File: src/common/csa_pkg.sv
package csa_pkg;

	localparam int BUS_W = 32;
	localparam int KEY_W = 64;
	localparam int KEY_IDX_W = 4;
	localparam int KEY_NUM = 1 << KEY_IDX_W;
	// Two bus words per key, odd address is the high half
	localparam int KEY_ADDR_W = 5;
	localparam int TAG_W = 8;

	localparam int PKT_WORDS = 3;
	localparam int ROUNDS = 8;

	// Job header word
	localparam int HDR_TAG_LSB = 0;
	localparam int HDR_KEY_LSB = 8;

	// Bus side sees halves, the round function sees bytes
	typedef union packed {
		struct packed {
			logic [BUS_W-1:0] hi;
			logic [BUS_W-1:0] lo;
		} half;
		logic [7:0][7:0] bytes;
	} csa_key_u;

endpackage
File: src/rtl/csa_wrap.sv
`timescale 1ns/10ps

module csa_wrap #(
	parameter int CALC_NUM = 4,
	parameter int FIFO_DEPTH = 16
) (
	input  logic                              aclk,
	input  logic                              arst_n,
	input  logic                              wen,
	input  logic [csa_pkg::KEY_ADDR_W-1:0]    waddr,
	input  logic [csa_pkg::BUS_W-1:0]         wdata,
	input  logic                              ren,
	input  logic [csa_pkg::KEY_ADDR_W-1:0]    raddr,
	output logic [csa_pkg::BUS_W-1:0]         rdata,
	input  logic                              in_wen,
	input  logic [csa_pkg::BUS_W-1:0]         in_wdata,
	output logic                              in_full,
	output logic                              in_error_full,
	input  logic                              out_ren,
	output logic [csa_pkg::BUS_W-1:0]         out_rdata,
	output logic                              out_ready
);

	logic in_ren;
	logic [csa_pkg::BUS_W-1:0] in_rdata;
	logic in_r_ready;
	logic out_wen;
	logic [csa_pkg::BUS_W-1:0] out_wdata;
	logic [$clog2(FIFO_DEPTH):0] out_count;

	logic [CALC_NUM-1:0] start;
	logic [CALC_NUM-1:0] busy;
	logic [CALC_NUM-1:0] key_req;
	logic [CALC_NUM-1:0] key_gnt;
	logic [CALC_NUM-1:0] done;
	logic [CALC_NUM-1:0] take;
	logic key_ren;
	logic [csa_pkg::KEY_IDX_W-1:0] key_idx;
	logic [csa_pkg::KEY_W-1:0] key_data;
	logic [csa_pkg::KEY_IDX_W-1:0] job_key_idx;
	logic [csa_pkg::TAG_W-1:0] job_tag;
	logic [csa_pkg::KEY_W-1:0] job_data;
	logic [CALC_NUM*csa_pkg::KEY_IDX_W-1:0] calc_key_idx;
	logic [CALC_NUM*csa_pkg::TAG_W-1:0] res_tag_all;
	logic [CALC_NUM*csa_pkg::KEY_W-1:0] res_data_all;

	stream_fifo #(.FIFO_DEPTH(FIFO_DEPTH)) u_in_fifo (
		.aclk(aclk), .arst_n(arst_n),
		.wen(in_wen), .wdata(in_wdata),
		.ren(in_ren), .rdata(in_rdata), .r_ready(in_r_ready),
		.full(in_full), .count(), .error_full(in_error_full)
	);

	stream_fifo #(.FIFO_DEPTH(FIFO_DEPTH)) u_out_fifo (
		.aclk(aclk), .arst_n(arst_n),
		.wen(out_wen), .wdata(out_wdata),
		.ren(out_ren), .rdata(out_rdata), .r_ready(out_ready),
		.full(), .count(out_count), .error_full()
	);

	csa_key_ram u_key_ram (
		.aclk(aclk), .arst_n(arst_n),
		.wen(wen), .waddr(waddr), .wdata(wdata),
		.ren(ren), .raddr(raddr), .rdata(rdata),
		.key_ren(key_ren), .key_idx(key_idx), .key_data(key_data)
	);

	csa_key_arb #(.CALC_NUM(CALC_NUM)) u_key_arb (
		.aclk(aclk), .arst_n(arst_n),
		.key_req(key_req), .key_gnt(key_gnt),
		.key_ren(key_ren), .key_idx(key_idx), .req_idx(calc_key_idx)
	);

	csa_dispatch #(.CALC_NUM(CALC_NUM)) u_dispatch (
		.aclk(aclk), .arst_n(arst_n),
		.in_r_ready(in_r_ready), .in_ren(in_ren), .in_rdata(in_rdata),
		.busy(busy), .start(start),
		.job_key_idx(job_key_idx), .job_tag(job_tag), .job_data(job_data)
	);

	csa_collect #(.CALC_NUM(CALC_NUM), .FIFO_DEPTH(FIFO_DEPTH)) u_collect (
		.aclk(aclk), .arst_n(arst_n),
		.done(done), .res_tag_all(res_tag_all),
		.res_key_idx_all(calc_key_idx), .res_data_all(res_data_all),
		.take(take), .out_wen(out_wen), .out_wdata(out_wdata), .out_count(out_count)
	);

	for (genvar i = 0; i < CALC_NUM; i++)
	begin : g_calc
		csa_calc u_calc (
			.aclk(aclk), .arst_n(arst_n),
			.start(start[i]),
			.job_key_idx(job_key_idx), .job_tag(job_tag), .job_data(job_data),
			.busy(busy[i]),
			.key_req(key_req[i]), .key_gnt(key_gnt[i]), .key_data(key_data),
			.done(done[i]), .take(take[i]),
			.res_tag(res_tag_all[i*csa_pkg::TAG_W +: csa_pkg::TAG_W]),
			.res_data(res_data_all[i*csa_pkg::KEY_W +: csa_pkg::KEY_W]),
			.req_key_idx(calc_key_idx[i*csa_pkg::KEY_IDX_W +: csa_pkg::KEY_IDX_W])
		);
	end

endmodule

File: src/csa_ram/csa_collect.sv
`timescale 1ns/10ps

module csa_collect #(
	parameter int CALC_NUM = 4,
	parameter int FIFO_DEPTH = 16
) (
	input  logic                                      aclk,
	input  logic                                      arst_n,
	input  logic [CALC_NUM-1:0]                       done,
	input  logic [CALC_NUM*csa_pkg::TAG_W-1:0]        res_tag_all,
	input  logic [CALC_NUM*csa_pkg::KEY_IDX_W-1:0]    res_key_idx_all,
	input  logic [CALC_NUM*csa_pkg::KEY_W-1:0]        res_data_all,
	output logic [CALC_NUM-1:0]                       take,
	output logic                                      out_wen,
	output logic [csa_pkg::BUS_W-1:0]                 out_wdata,
	input  logic [$clog2(FIFO_DEPTH):0]               out_count
);

	localparam int CNT_W = $clog2(FIFO_DEPTH) + 1;

	localparam logic [1:0] C_IDLE = 2'd0;
	localparam logic [1:0] C_HDR = 2'd1;
	localparam logic [1:0] C_LO = 2'd2;
	localparam logic [1:0] C_HI = 2'd3;

	logic [1:0] state;
	logic [CALC_NUM-1:0] mask_q;
	logic [CALC_NUM-1:0] masked;
	logic [CALC_NUM-1:0] cand;
	logic [CALC_NUM-1:0] pick;
	logic room;
	logic [csa_pkg::TAG_W-1:0] sel_tag;
	logic [csa_pkg::KEY_IDX_W-1:0] sel_idx;
	logic [csa_pkg::KEY_W-1:0] sel_data;
	logic [csa_pkg::TAG_W-1:0] tag_q;
	logic [csa_pkg::KEY_IDX_W-1:0] idx_q;
	logic [csa_pkg::KEY_W-1:0] data_q;
	logic [csa_pkg::BUS_W-1:0] hdr;

	// Engines above the last one taken go first, then wrap around
	assign masked = done & mask_q;
	assign cand = (|masked) ? masked : done;
	assign pick = cand & (~cand + CALC_NUM'(1));
	assign room = out_count <= CNT_W'(FIFO_DEPTH - csa_pkg::PKT_WORDS);
	assign take = (state == C_IDLE && room) ? pick : '0;

	always_comb
	begin
		sel_tag = '0;
		sel_idx = '0;
		sel_data = '0;
		for (int i = 0; i < CALC_NUM; i++)
		begin
			if (pick[i])
			begin
				sel_tag = res_tag_all[i*csa_pkg::TAG_W +: csa_pkg::TAG_W];
				sel_idx = res_key_idx_all[i*csa_pkg::KEY_IDX_W +: csa_pkg::KEY_IDX_W];
				sel_data = res_data_all[i*csa_pkg::KEY_W +: csa_pkg::KEY_W];
			end
		end
	end

	always_ff @(posedge aclk or negedge arst_n)
	begin
		if (!arst_n)
		begin
			state <= C_IDLE;
			mask_q <= '1;
		end
		else
		begin
			case (state)
				C_IDLE:
					if (|take)
					begin
						mask_q <= ~(take | (take - CALC_NUM'(1)));
						state <= C_HDR;
					end
				C_HDR:
					state <= C_LO;
				C_LO:
					state <= C_HI;
				default:
					state <= C_IDLE;
			endcase
		end
	end

	// Engine may be restarted while the packet is still going out
	always_ff @(posedge aclk)
	begin
		if (|take)
		begin
			tag_q <= sel_tag;
			idx_q <= sel_idx;
			data_q <= sel_data;
		end
	end

	always_comb
	begin
		hdr = '0;
		hdr[csa_pkg::HDR_TAG_LSB +: csa_pkg::TAG_W] = tag_q;
		hdr[csa_pkg::HDR_KEY_LSB +: csa_pkg::KEY_IDX_W] = idx_q;
	end

	assign out_wen = state != C_IDLE;

	always_comb
	begin
		case (state)
			C_HDR: out_wdata = hdr;
			C_LO: out_wdata = data_q[csa_pkg::BUS_W-1:0];
			default: out_wdata = data_q[csa_pkg::KEY_W-1:csa_pkg::BUS_W];
		endcase
	end

endmodule

File: src/csa_ram/csa_dispatch.sv
`timescale 1ns/10ps

module csa_dispatch #(
	parameter int CALC_NUM = 4
) (
	input  logic                              aclk,
	input  logic                              arst_n,
	input  logic                              in_r_ready,
	output logic                              in_ren,
	input  logic [csa_pkg::BUS_W-1:0]         in_rdata,
	input  logic [CALC_NUM-1:0]               busy,
	output logic [CALC_NUM-1:0]               start,
	output logic [csa_pkg::KEY_IDX_W-1:0]     job_key_idx,
	output logic [csa_pkg::TAG_W-1:0]         job_tag,
	output logic [csa_pkg::KEY_W-1:0]         job_data
);

	localparam int WCNT_W = $clog2(csa_pkg::PKT_WORDS);

	localparam logic [1:0] D_POP = 2'd0;
	localparam logic [1:0] D_CAP = 2'd1;
	localparam logic [1:0] D_START = 2'd2;

	logic [1:0] state;
	logic [WCNT_W-1:0] wcnt;
	logic [csa_pkg::BUS_W-1:0] pkt_q [csa_pkg::PKT_WORDS];
	logic [CALC_NUM-1:0] idle;
	logic [CALC_NUM-1:0] pick;

	// Lowest idle engine wins
	assign idle = ~busy;
	assign pick = idle & (~idle + CALC_NUM'(1));

	assign in_ren = (state == D_POP) && in_r_ready;
	assign start = (state == D_START) ? pick : '0;

	always_ff @(posedge aclk or negedge arst_n)
	begin
		if (!arst_n)
		begin
			state <= D_POP;
			wcnt <= '0;
		end
		else
		begin
			case (state)
				D_POP:
					if (in_r_ready)
						state <= D_CAP;
				D_CAP:
				begin
					if (wcnt == WCNT_W'(csa_pkg::PKT_WORDS - 1))
					begin
						wcnt <= '0;
						state <= D_START;
					end
					else
					begin
						wcnt <= wcnt + 1'b1;
						state <= D_POP;
					end
				end
				D_START:
					if (|idle)
						state <= D_POP;
				default:
					state <= D_POP;
			endcase
		end
	end

	always_ff @(posedge aclk)
	begin
		if (state == D_CAP)
			pkt_q[wcnt] <= in_rdata;
	end

	assign job_tag = pkt_q[0][csa_pkg::HDR_TAG_LSB +: csa_pkg::TAG_W];
	assign job_key_idx = pkt_q[0][csa_pkg::HDR_KEY_LSB +: csa_pkg::KEY_IDX_W];
	assign job_data = {pkt_q[2], pkt_q[1]};

endmodule

File: src/csa_ram/csa_calc.sv
`timescale 1ns/10ps

module csa_calc (
	input  logic                              aclk,
	input  logic                              arst_n,
	input  logic                              start,
	input  logic [csa_pkg::KEY_IDX_W-1:0]     job_key_idx,
	input  logic [csa_pkg::TAG_W-1:0]         job_tag,
	input  logic [csa_pkg::KEY_W-1:0]         job_data,
	output logic                              busy,
	output logic                              key_req,
	input  logic                              key_gnt,
	input  logic [csa_pkg::KEY_W-1:0]         key_data,
	output logic                              done,
	input  logic                              take,
	output logic [csa_pkg::TAG_W-1:0]         res_tag,
	output logic [csa_pkg::KEY_W-1:0]         res_data,
	output logic [csa_pkg::KEY_IDX_W-1:0]     req_key_idx
);

	localparam int RND_W = $clog2(csa_pkg::ROUNDS);

	localparam logic [2:0] S_IDLE = 3'd0;
	localparam logic [2:0] S_REQ = 3'd1;
	localparam logic [2:0] S_KWAIT = 3'd2;
	localparam logic [2:0] S_ROUND = 3'd3;
	localparam logic [2:0] S_DONE = 3'd4;

	logic [2:0] state;
	logic [RND_W-1:0] round_q;
	logic [csa_pkg::TAG_W-1:0] tag_q;
	logic [csa_pkg::KEY_IDX_W-1:0] idx_q;
	csa_pkg::csa_key_u data_q;
	csa_pkg::csa_key_u key_q;
	csa_pkg::csa_key_u xored;
	csa_pkg::csa_key_u mixed;

	// One round: xor key, rotate left a byte, add round number to byte 0
	always_comb
	begin
		xored = data_q ^ key_q;
		mixed.bytes[0] = xored.bytes[7] + 8'(round_q);
		for (int i = 1; i < 8; i++)
			mixed.bytes[i] = xored.bytes[i-1];
	end

	always_ff @(posedge aclk or negedge arst_n)
	begin
		if (!arst_n)
		begin
			state <= S_IDLE;
			round_q <= '0;
		end
		else
		begin
			case (state)
				S_IDLE:
					if (start)
						state <= S_REQ;
				S_REQ:
					if (key_gnt)
						state <= S_KWAIT;
				S_KWAIT:
				begin
					round_q <= '0;
					state <= S_ROUND;
				end
				S_ROUND:
				begin
					round_q <= round_q + 1'b1;
					if (round_q == RND_W'(csa_pkg::ROUNDS - 1))
						state <= S_DONE;
				end
				S_DONE:
					if (take)
						state <= S_IDLE;
				default:
					state <= S_IDLE;
			endcase
		end
	end

	always_ff @(posedge aclk)
	begin
		if (state == S_IDLE && start)
		begin
			tag_q <= job_tag;
			idx_q <= job_key_idx;
			data_q <= job_data;
		end
		// Key word shows up the cycle after the grant
		if (state == S_KWAIT)
			key_q <= key_data;
		if (state == S_ROUND)
			data_q <= mixed;
	end

	assign busy = state != S_IDLE;
	assign key_req = state == S_REQ;
	assign done = state == S_DONE;
	assign res_tag = tag_q;
	assign res_data = data_q;
	assign req_key_idx = idx_q;

	// Dispatcher only picks idle engines
	a_start_idle: assert property (@(posedge aclk) disable iff (!arst_n)
		start |-> !busy);

endmodule

File: src/csa_ram/csa_key_arb.sv
`timescale 1ns/10ps

module csa_key_arb #(
	parameter int CALC_NUM = 4
) (
	input  logic                                      aclk,
	input  logic                                      arst_n,
	input  logic [CALC_NUM-1:0]                       key_req,
	output logic [CALC_NUM-1:0]                       key_gnt,
	output logic                                      key_ren,
	output logic [csa_pkg::KEY_IDX_W-1:0]             key_idx,
	input  logic [CALC_NUM*csa_pkg::KEY_IDX_W-1:0]    req_idx
);

	localparam int IDX_W = (CALC_NUM > 1) ? $clog2(CALC_NUM) : 1;

	logic [IDX_W-1:0] last_q;
	logic [IDX_W-1:0] win;
	logic found;

	// Search starts just after the last winner
	always_comb
	begin
		key_gnt = '0;
		win = '0;
		found = 1'b0;
		for (int i = 1; i <= CALC_NUM; i++)
		begin
			if (!found && key_req[(int'(last_q) + i) % CALC_NUM])
			begin
				found = 1'b1;
				win = IDX_W'((int'(last_q) + i) % CALC_NUM);
			end
		end
		if (found)
			key_gnt[win] = 1'b1;
	end

	assign key_ren = found;
	assign key_idx = req_idx[win*csa_pkg::KEY_IDX_W +: csa_pkg::KEY_IDX_W];

	always_ff @(posedge aclk or negedge arst_n)
	begin
		if (!arst_n)
			last_q <= IDX_W'(CALC_NUM - 1);
		else if (found)
			last_q <= win;
	end

	a_gnt_onehot: assert property (@(posedge aclk) disable iff (!arst_n)
		$onehot0(key_gnt));

endmodule

File: src/csa_ram/csa_key_ram.sv
`timescale 1ns/10ps

module csa_key_ram (
	input  logic                              aclk,
	input  logic                              arst_n,
	input  logic                              wen,
	input  logic [csa_pkg::KEY_ADDR_W-1:0]    waddr,
	input  logic [csa_pkg::BUS_W-1:0]         wdata,
	input  logic                              ren,
	input  logic [csa_pkg::KEY_ADDR_W-1:0]    raddr,
	output logic [csa_pkg::BUS_W-1:0]         rdata,
	input  logic                              key_ren,
	input  logic [csa_pkg::KEY_IDX_W-1:0]     key_idx,
	output logic [csa_pkg::KEY_W-1:0]         key_data
);

	csa_pkg::csa_key_u keys [csa_pkg::KEY_NUM];
	csa_pkg::csa_key_u rd_key;

	assign rd_key = keys[raddr[csa_pkg::KEY_ADDR_W-1:1]];

	always_ff @(posedge aclk)
	begin
		if (wen)
		begin
			if (waddr[0])
				keys[waddr[csa_pkg::KEY_ADDR_W-1:1]].half.hi <= wdata;
			else
				keys[waddr[csa_pkg::KEY_ADDR_W-1:1]].half.lo <= wdata;
		end
	end

	always_ff @(posedge aclk or negedge arst_n)
	begin
		if (!arst_n)
		begin
			rdata <= '0;
			key_data <= '0;
		end
		else
		begin
			if (ren)
				rdata <= raddr[0] ? rd_key.half.hi : rd_key.half.lo;
			if (key_ren)
				key_data <= keys[key_idx];
		end
	end

endmodule

File: src/rtl/stream_fifo.sv
`timescale 1ns/10ps

module stream_fifo #(
	parameter int FIFO_DEPTH = 16
) (
	input  logic                          aclk,
	input  logic                          arst_n,
	input  logic                          wen,
	input  logic [csa_pkg::BUS_W-1:0]     wdata,
	input  logic                          ren,
	output logic [csa_pkg::BUS_W-1:0]     rdata,
	output logic                          r_ready,
	output logic                          full,
	output logic [$clog2(FIFO_DEPTH):0]   count,
	output logic                          error_full
);

	localparam int PTR_W = $clog2(FIFO_DEPTH);
	localparam int CNT_W = PTR_W + 1;

	logic [csa_pkg::BUS_W-1:0] mem [FIFO_DEPTH];
	logic [PTR_W-1:0] wr_ptr;
	logic [PTR_W-1:0] rd_ptr;
	logic do_wr;
	logic do_rd;

	assign r_ready = count != '0;
	assign full = count == CNT_W'(FIFO_DEPTH);
	assign do_wr = wen && !full;
	assign do_rd = ren && r_ready;

	always_ff @(posedge aclk or negedge arst_n)
	begin
		if (!arst_n)
		begin
			wr_ptr <= '0;
			rd_ptr <= '0;
			count <= '0;
			error_full <= 1'b0;
		end
		else
		begin
			if (do_wr)
				wr_ptr <= wr_ptr + 1'b1;
			if (do_rd)
				rd_ptr <= rd_ptr + 1'b1;
			if (do_wr && !do_rd)
				count <= count + 1'b1;
			else if (!do_wr && do_rd)
				count <= count - 1'b1;
			// Sticky, the dropped word is lost
			if (wen && full)
				error_full <= 1'b1;
		end
	end

	always_ff @(posedge aclk)
	begin
		if (do_wr)
			mem[wr_ptr] <= wdata;
		if (do_rd)
			rdata <= mem[rd_ptr];
	end

	// The reader looks at r_ready before it pops
	a_no_read_empty: assert property (@(posedge aclk) disable iff (!arst_n)
		ren |-> r_ready);

endmodule

File: config.mk
export PLATFORM = sky130hd
export DESIGN_NAME = csa_wrap
export DESIGN_NICKNAME = d
export VERILOG_FILES = /design/src/common/csa_pkg.sv /design/src/rtl/csa_wrap.sv /design/src/csa_ram/csa_collect.sv /design/src/csa_ram/csa_dispatch.sv /design/src/csa_ram/csa_calc.sv /design/src/csa_ram/csa_key_arb.sv /design/src/csa_ram/csa_key_ram.sv /design/src/rtl/stream_fifo.sv
export SDC_FILE = /design/constraint.sdc
export NUM_CORES = 2
export LEC_CHECK = 0
export ABC_AREA = 1
export BUFFER_PORTS_ARGS = -buffer_cell sky130_fd_sc_hd__buf_2
export CAP_MARGIN = 20
export CORE_ASPECT_RATIO = 0.6
export CORE_MARGIN = 3
export CORE_UTILIZATION = 45
export CTS_CLUSTER_SIZE = 12
export DETAILED_ROUTE_END_ITERATION = 6
export GPL_ROUTABILITY_DRIVEN = 0
export PLACE_DENSITY = 0.7
export SLEW_MARGIN = 10
export SYNTH_ARGS = -nofsm -noshare
export SYNTH_HDL_FRONTEND = slang
export SYNTH_SLANG_ARGS = --single-unit
File: constraint.sdc
create_clock -name aclk -period 14.75 [get_ports aclk]
set_input_delay 2.2125 -clock aclk [delete_from_list [all_inputs] [get_ports aclk]]
set_output_delay 2.2125 -clock aclk [all_outputs]
set_load 0.005 [all_outputs]
==> flow_summary_export.csv <==
group,metric,value,unit
synthesis,number_of_instances_in_the_synthesized_netlist,11583,
global_routing,global_route.overflow_total,0,
timing,skew,44.4,ps
synthesis,count_of_yosys_warnings_during_synthesis,0,
hold_path,worst_hold_path_type,"flip-flop to flip-flop",
timing,tightestPinTransition,1320,ps
synthesis,yosys_most_used_dff,"sky130_fd_sc_hd__edfxtp_1",
detailed_routing,drt_pass1_iterations,6,
cells_and_area,synthToLayoutAreaGrowth,9.98,%
clock_tree,cts_sinks,2983,
clock_tree,clk_pin_slew,60,ps
detailed_routing,post_drt_via_cell_ratio,6.07,
worst_setup_path,cp_data_required_time,15540,ps
detailed_routing,ant_nets,0,
worst_setup_path,critPathArrivalTime,6890,ps
timing,finalWorstPathRequiredPeriod,6100,ps
timing,setup_tns,0,ps
worst_setup_path,worst_setup_ep_type,"flip-flop",
cells_and_area,num-fill-cells,25009,
detailed_routing,totalWireLength,409000,um
clock_tree,tritoncts,"yes",
clock_tree,cts.repair_timing.setup_buffer_count,0,
job,drv.max_cap_violation_count,0,
timing,worst_slew_margin_rel,12.3,%
floorplanning,design.core.area,0.290,sq mm
worst_setup_path,worst_r2r_path_depth,22,
hold_path,min_delay_path_depth,2,
synthesis,syn_avg_cell_area,11.4,sq um
global_routing,grt_max_degree,211,
clock_tree,clk_latency,880,ps
global_routing,number_of_antenna_violations_at_the_first_check_in_global_routing,40,
clock_tree,clock_path_buffers,4,
hold_path,min-delay-start,"u_collect.mask_q[0]$_DFFE_PN1P_",
cells_and_area,post_route_cells_drive_above_1_share,7.01,%
worst_setup_path,critical_path_class,"flip-flop to flip-flop",
floorplanning,chipHeight,425,um
global_routing,grt_usage,26.5,%
timing,share_of_the_clock_period_used_by_the_worst_path,41.4,%
clock_tree,cts_htree_levels,5,
synthesis,post_synth_num_cell_types,51,
placed_design,port-buffer-count,146,
synthesis,synth-async-reset-ratio,5.33,%
cells_and_area,nets,11547,
detailed_routing,via_count,93957,
timing,timing_hold_violations_final,0,
floorplanning,overall_die_width,704,um
worst_setup_path,worstPathMaxFanout,109,
floorplanning,ios,147,
detailed_routing,drc_marker_count_from_the_first_detailed_route_iteration,16336,
synthesis,synth.net_count,11711,
clock_tree,post_cts_resize_count,0,
status,run_status,"finished, final reports clean",
synthesis,postSynthRegisterBits,2983,
timing,maxSlewViolCount,0,
synthesis,synthesis.area,0.132,sq mm
worst_setup_path,reg2reg_to,"u_key_ram.key_data[4]$_DFFE_PN0P_",
synthesis,synth-edff-count,2824,
global_routing,grt_pass1_wl,593000,um
clock_tree,holdBufCountCts,0,
clock_tree,cts_buffers,301,
worst_setup_path,regToRegStartpoint,"u_key_arb.last_q[0]$_DFFE_PN1P_",
hold_path,worstHoldEndpoint,"u_collect.mask_q[0]$_DFFE_PN1P_",
floorplanning,die-area,0.299,sq mm
global_routing,first_global_vias,86244,
detailed_routing,drc_errors,0,
timing,unrepaired_setup_endpoints_after_global_routing,"false",
detailed_routing,wire_per_inst,26.4,um
timing,fmax,164,MHz
synthesis,synth.yosys.seq_area_share,67.5,%
worst_setup_path,ff_to_ff_setup_slack,8650,ps
clock_tree,root_buffer,"sky130_fd_sc_hd__clkbuf_16",
floorplanning,effective_utilization_at_floorplan,45.3,%
floorplanning,placementRows,153,
placed_design,hpwl,223000,um
timing,final-setup-viol-count,0,
worst_setup_path,setup.worst_path.start_class,"flip-flop",
-- per-stage QoR --
| stage | hold slack [ps] | cell area (sq um) | util, % | worst slack, ps | cells |
|---|---|---|---|---|---|
| floorplan | 421 | 132000 | - | 8650 | 11583 |
| global placement | 439 | 136000 | 46.9 | 8920 | 14987 |
| detailed placement | 440 | 136000 | 46.9 | 8900 | 14988 |
| CTS | 445 | 145000 | 49.8 | 8850 | 15460 |
| global route | 463 | 145000 | 49.8 | 8370 | 15470 |
| finish | 453 | 145000 | 49.9 | 8650 | 15482 |
-- state kept, by name (all words and copies together), names as in the netlist, 5 cells and up --
name and cells:
g_calc.u_calc.key_q 256, u_collect.tag_q 8, g_calc.u_calc.round_q 12, u_out_fifo.mem 512, u_out_fifo.rdata 32, u_key_ram.key_data 64, g_calc.u_calc.res_tag 32, u_out_fifo.count 5
u_collect.data_q 64, u_dispatch.pkt_q 76, u_in_fifo.count 5, g_calc.u_calc.state 12, u_in_fifo.mem 512, g_calc.u_calc.res_data 256, u_key_ram.rdata 32, u_in_fifo.rdata 32
u_key_ram.keys 1024, g_calc.u_calc.req_key_idx 16
-- cell usage after synthesis, types with 153 or more instances --
master | count | area share [%]
sky130_fd_sc_hd__edfxtp_1 | 2824 | 64
sky130_fd_sc_hd__nand2_1 | 2205 | 6.3
sky130_fd_sc_hd__nand3_1 | 1370 | 5.2
sky130_fd_sc_hd__o21ai_0 | 994 | 3.8
sky130_fd_sc_hd__inv_1 | 843 | 2.4
sky130_fd_sc_hd__nor2_1 | 602 | 1.7
sky130_fd_sc_hd__clkbuf_1 | 503 | 1.4
sky130_fd_sc_hd__a21oi_1 | 389 | 1.5
sky130_fd_sc_hd__xor2_1 | 258 | 1.7
sky130_fd_sc_hd__o221ai_1 | 236 | 1.6
sky130_fd_sc_hd__buf_2 | 233 | 0.89
sky130_fd_sc_hd__mux2i_1 | 219 | 1.7
sky130_fd_sc_hd__dfrtp_1 | 153 | 2.9
-- layout by cell type (no fill, tap or decap), types with 175 or more instances in the layout --
cell type                   Yosys  routed
sky130_fd_sc_hd__a21oi_1      389     389
sky130_fd_sc_hd__o221ai_1     236     236
sky130_fd_sc_hd__nor2_1       602     530
sky130_fd_sc_hd__nand3_1     1370    1369
sky130_fd_sc_hd__mux2i_1      219     219
sky130_fd_sc_hd__clkbuf_16      0     305
sky130_fd_sc_hd__edfxtp_1    2824    2824
sky130_fd_sc_hd__inv_1        843     836
sky130_fd_sc_hd__xor2_1       258     258
sky130_fd_sc_hd__buf_4         16     175
sky130_fd_sc_hd__o21ai_0      994     991
sky130_fd_sc_hd__nand2_1     2205    2203
-- how the worst max path moves through the flow --
stage | start | endpoint | slack, ps
global route | u_key_arb.last_q[0]$_DFFE_PN1P_ | u_key_ram.key_data[9]$_DFFE_PN0P_ | 8370
CTS | u_key_arb.last_q[0]$_DFFE_PN1P_ | u_key_ram.key_data[9]$_DFFE_PN0P_ | 8850
finish | u_key_arb.last_q[0]$_DFFE_PN1P_ | u_key_ram.key_data[4]$_DFFE_PN0P_ | 8650
floorplan | u_dispatch.state[0]$_DFFE_PN0P_ | g_calc[3].u_calc.res_data[0]$_DFFE_PP_ | 8650
detailed placement | u_key_arb.last_q[0]$_DFFE_PN1P_ | u_key_ram.key_data[9]$_DFFE_PN0P_ | 8900
global placement | raddr[1] | u_key_ram.rdata[6]$_DFFE_PN0P_ | 8920
-- cells by family (layout without fill, tap and decap cells) --
group / count (synthesis) / in the layout / share of synthesized area (%)
buffers and inverters: 1655 / 1660 / 5.04
and+or+nand+nor: 4470 / 4470 / 14.7
adders and majority gates: 48 / 48 / 0.491
other: 0 / 19 / 0
muxes: 219 / 219 / 1.67
AOI/OAI and AO/OA: 1926 / 1926 / 8.71
DFF: 2983 / 2983 / 67.5
xor gates and xnor gates: 282 / 282 / 1.89
-- critical path, cell delays in order, from the launching register on --
cell	delay, ps
sky130_fd_sc_hd__dfstp_2	680
sky130_fd_sc_hd__inv_2	140
sky130_fd_sc_hd__nand4_1	170
sky130_fd_sc_hd__nand3_1	120
sky130_fd_sc_hd__nand2_2	150
sky130_fd_sc_hd__inv_2	60
sky130_fd_sc_hd__nor2_4	90
sky130_fd_sc_hd__nand3_1	80
sky130_fd_sc_hd__nand2_1	90
sky130_fd_sc_hd__nand2_2	130
sky130_fd_sc_hd__inv_4	170
sky130_fd_sc_hd__nand2_8	430
sky130_fd_sc_hd__nand2_8	860
sky130_fd_sc_hd__buf_4	880
sky130_fd_sc_hd__buf_4	790
sky130_fd_sc_hd__nand2_1	110
sky130_fd_sc_hd__nand2_1	90
sky130_fd_sc_hd__nand2_1	60
sky130_fd_sc_hd__nand3_1	120
sky130_fd_sc_hd__nand3_1	90
sky130_fd_sc_hd__nand2_1	280
sky130_fd_sc_hd__nand2_1	130
sky130_fd_sc_hd__nand2_1	100
-- area by class of cell --
class / count / area [sq um] / area share [%]
diodes: 19 / 47.5 / 0.0329
clock inverters: 35 / 317 / 0.219
flip-flops and latches: 2983 / 88800 / 61.4
multi-input cells: 6945 / 36800 / 25.5
inverters: 857 / 3260 / 2.25
well taps: 3875 / 4850 / 3.35
clock buffers: 437 / 8230 / 5.69
repair buffers: 331 / 2340 / 1.62
-- per-layer routing --
metal,vias up,global-route usage (%),wire length [um]
met1,45107,40.2,169000
met2,6997,35.8,163000
met5,-,0,169
li1,40875,-,-
met4,28,9.66,15000
met3,950,7.74,62100
Power is not shown: default switching activity piles up to over one toggle a cycle in this logic, so the estimate is an artifact.
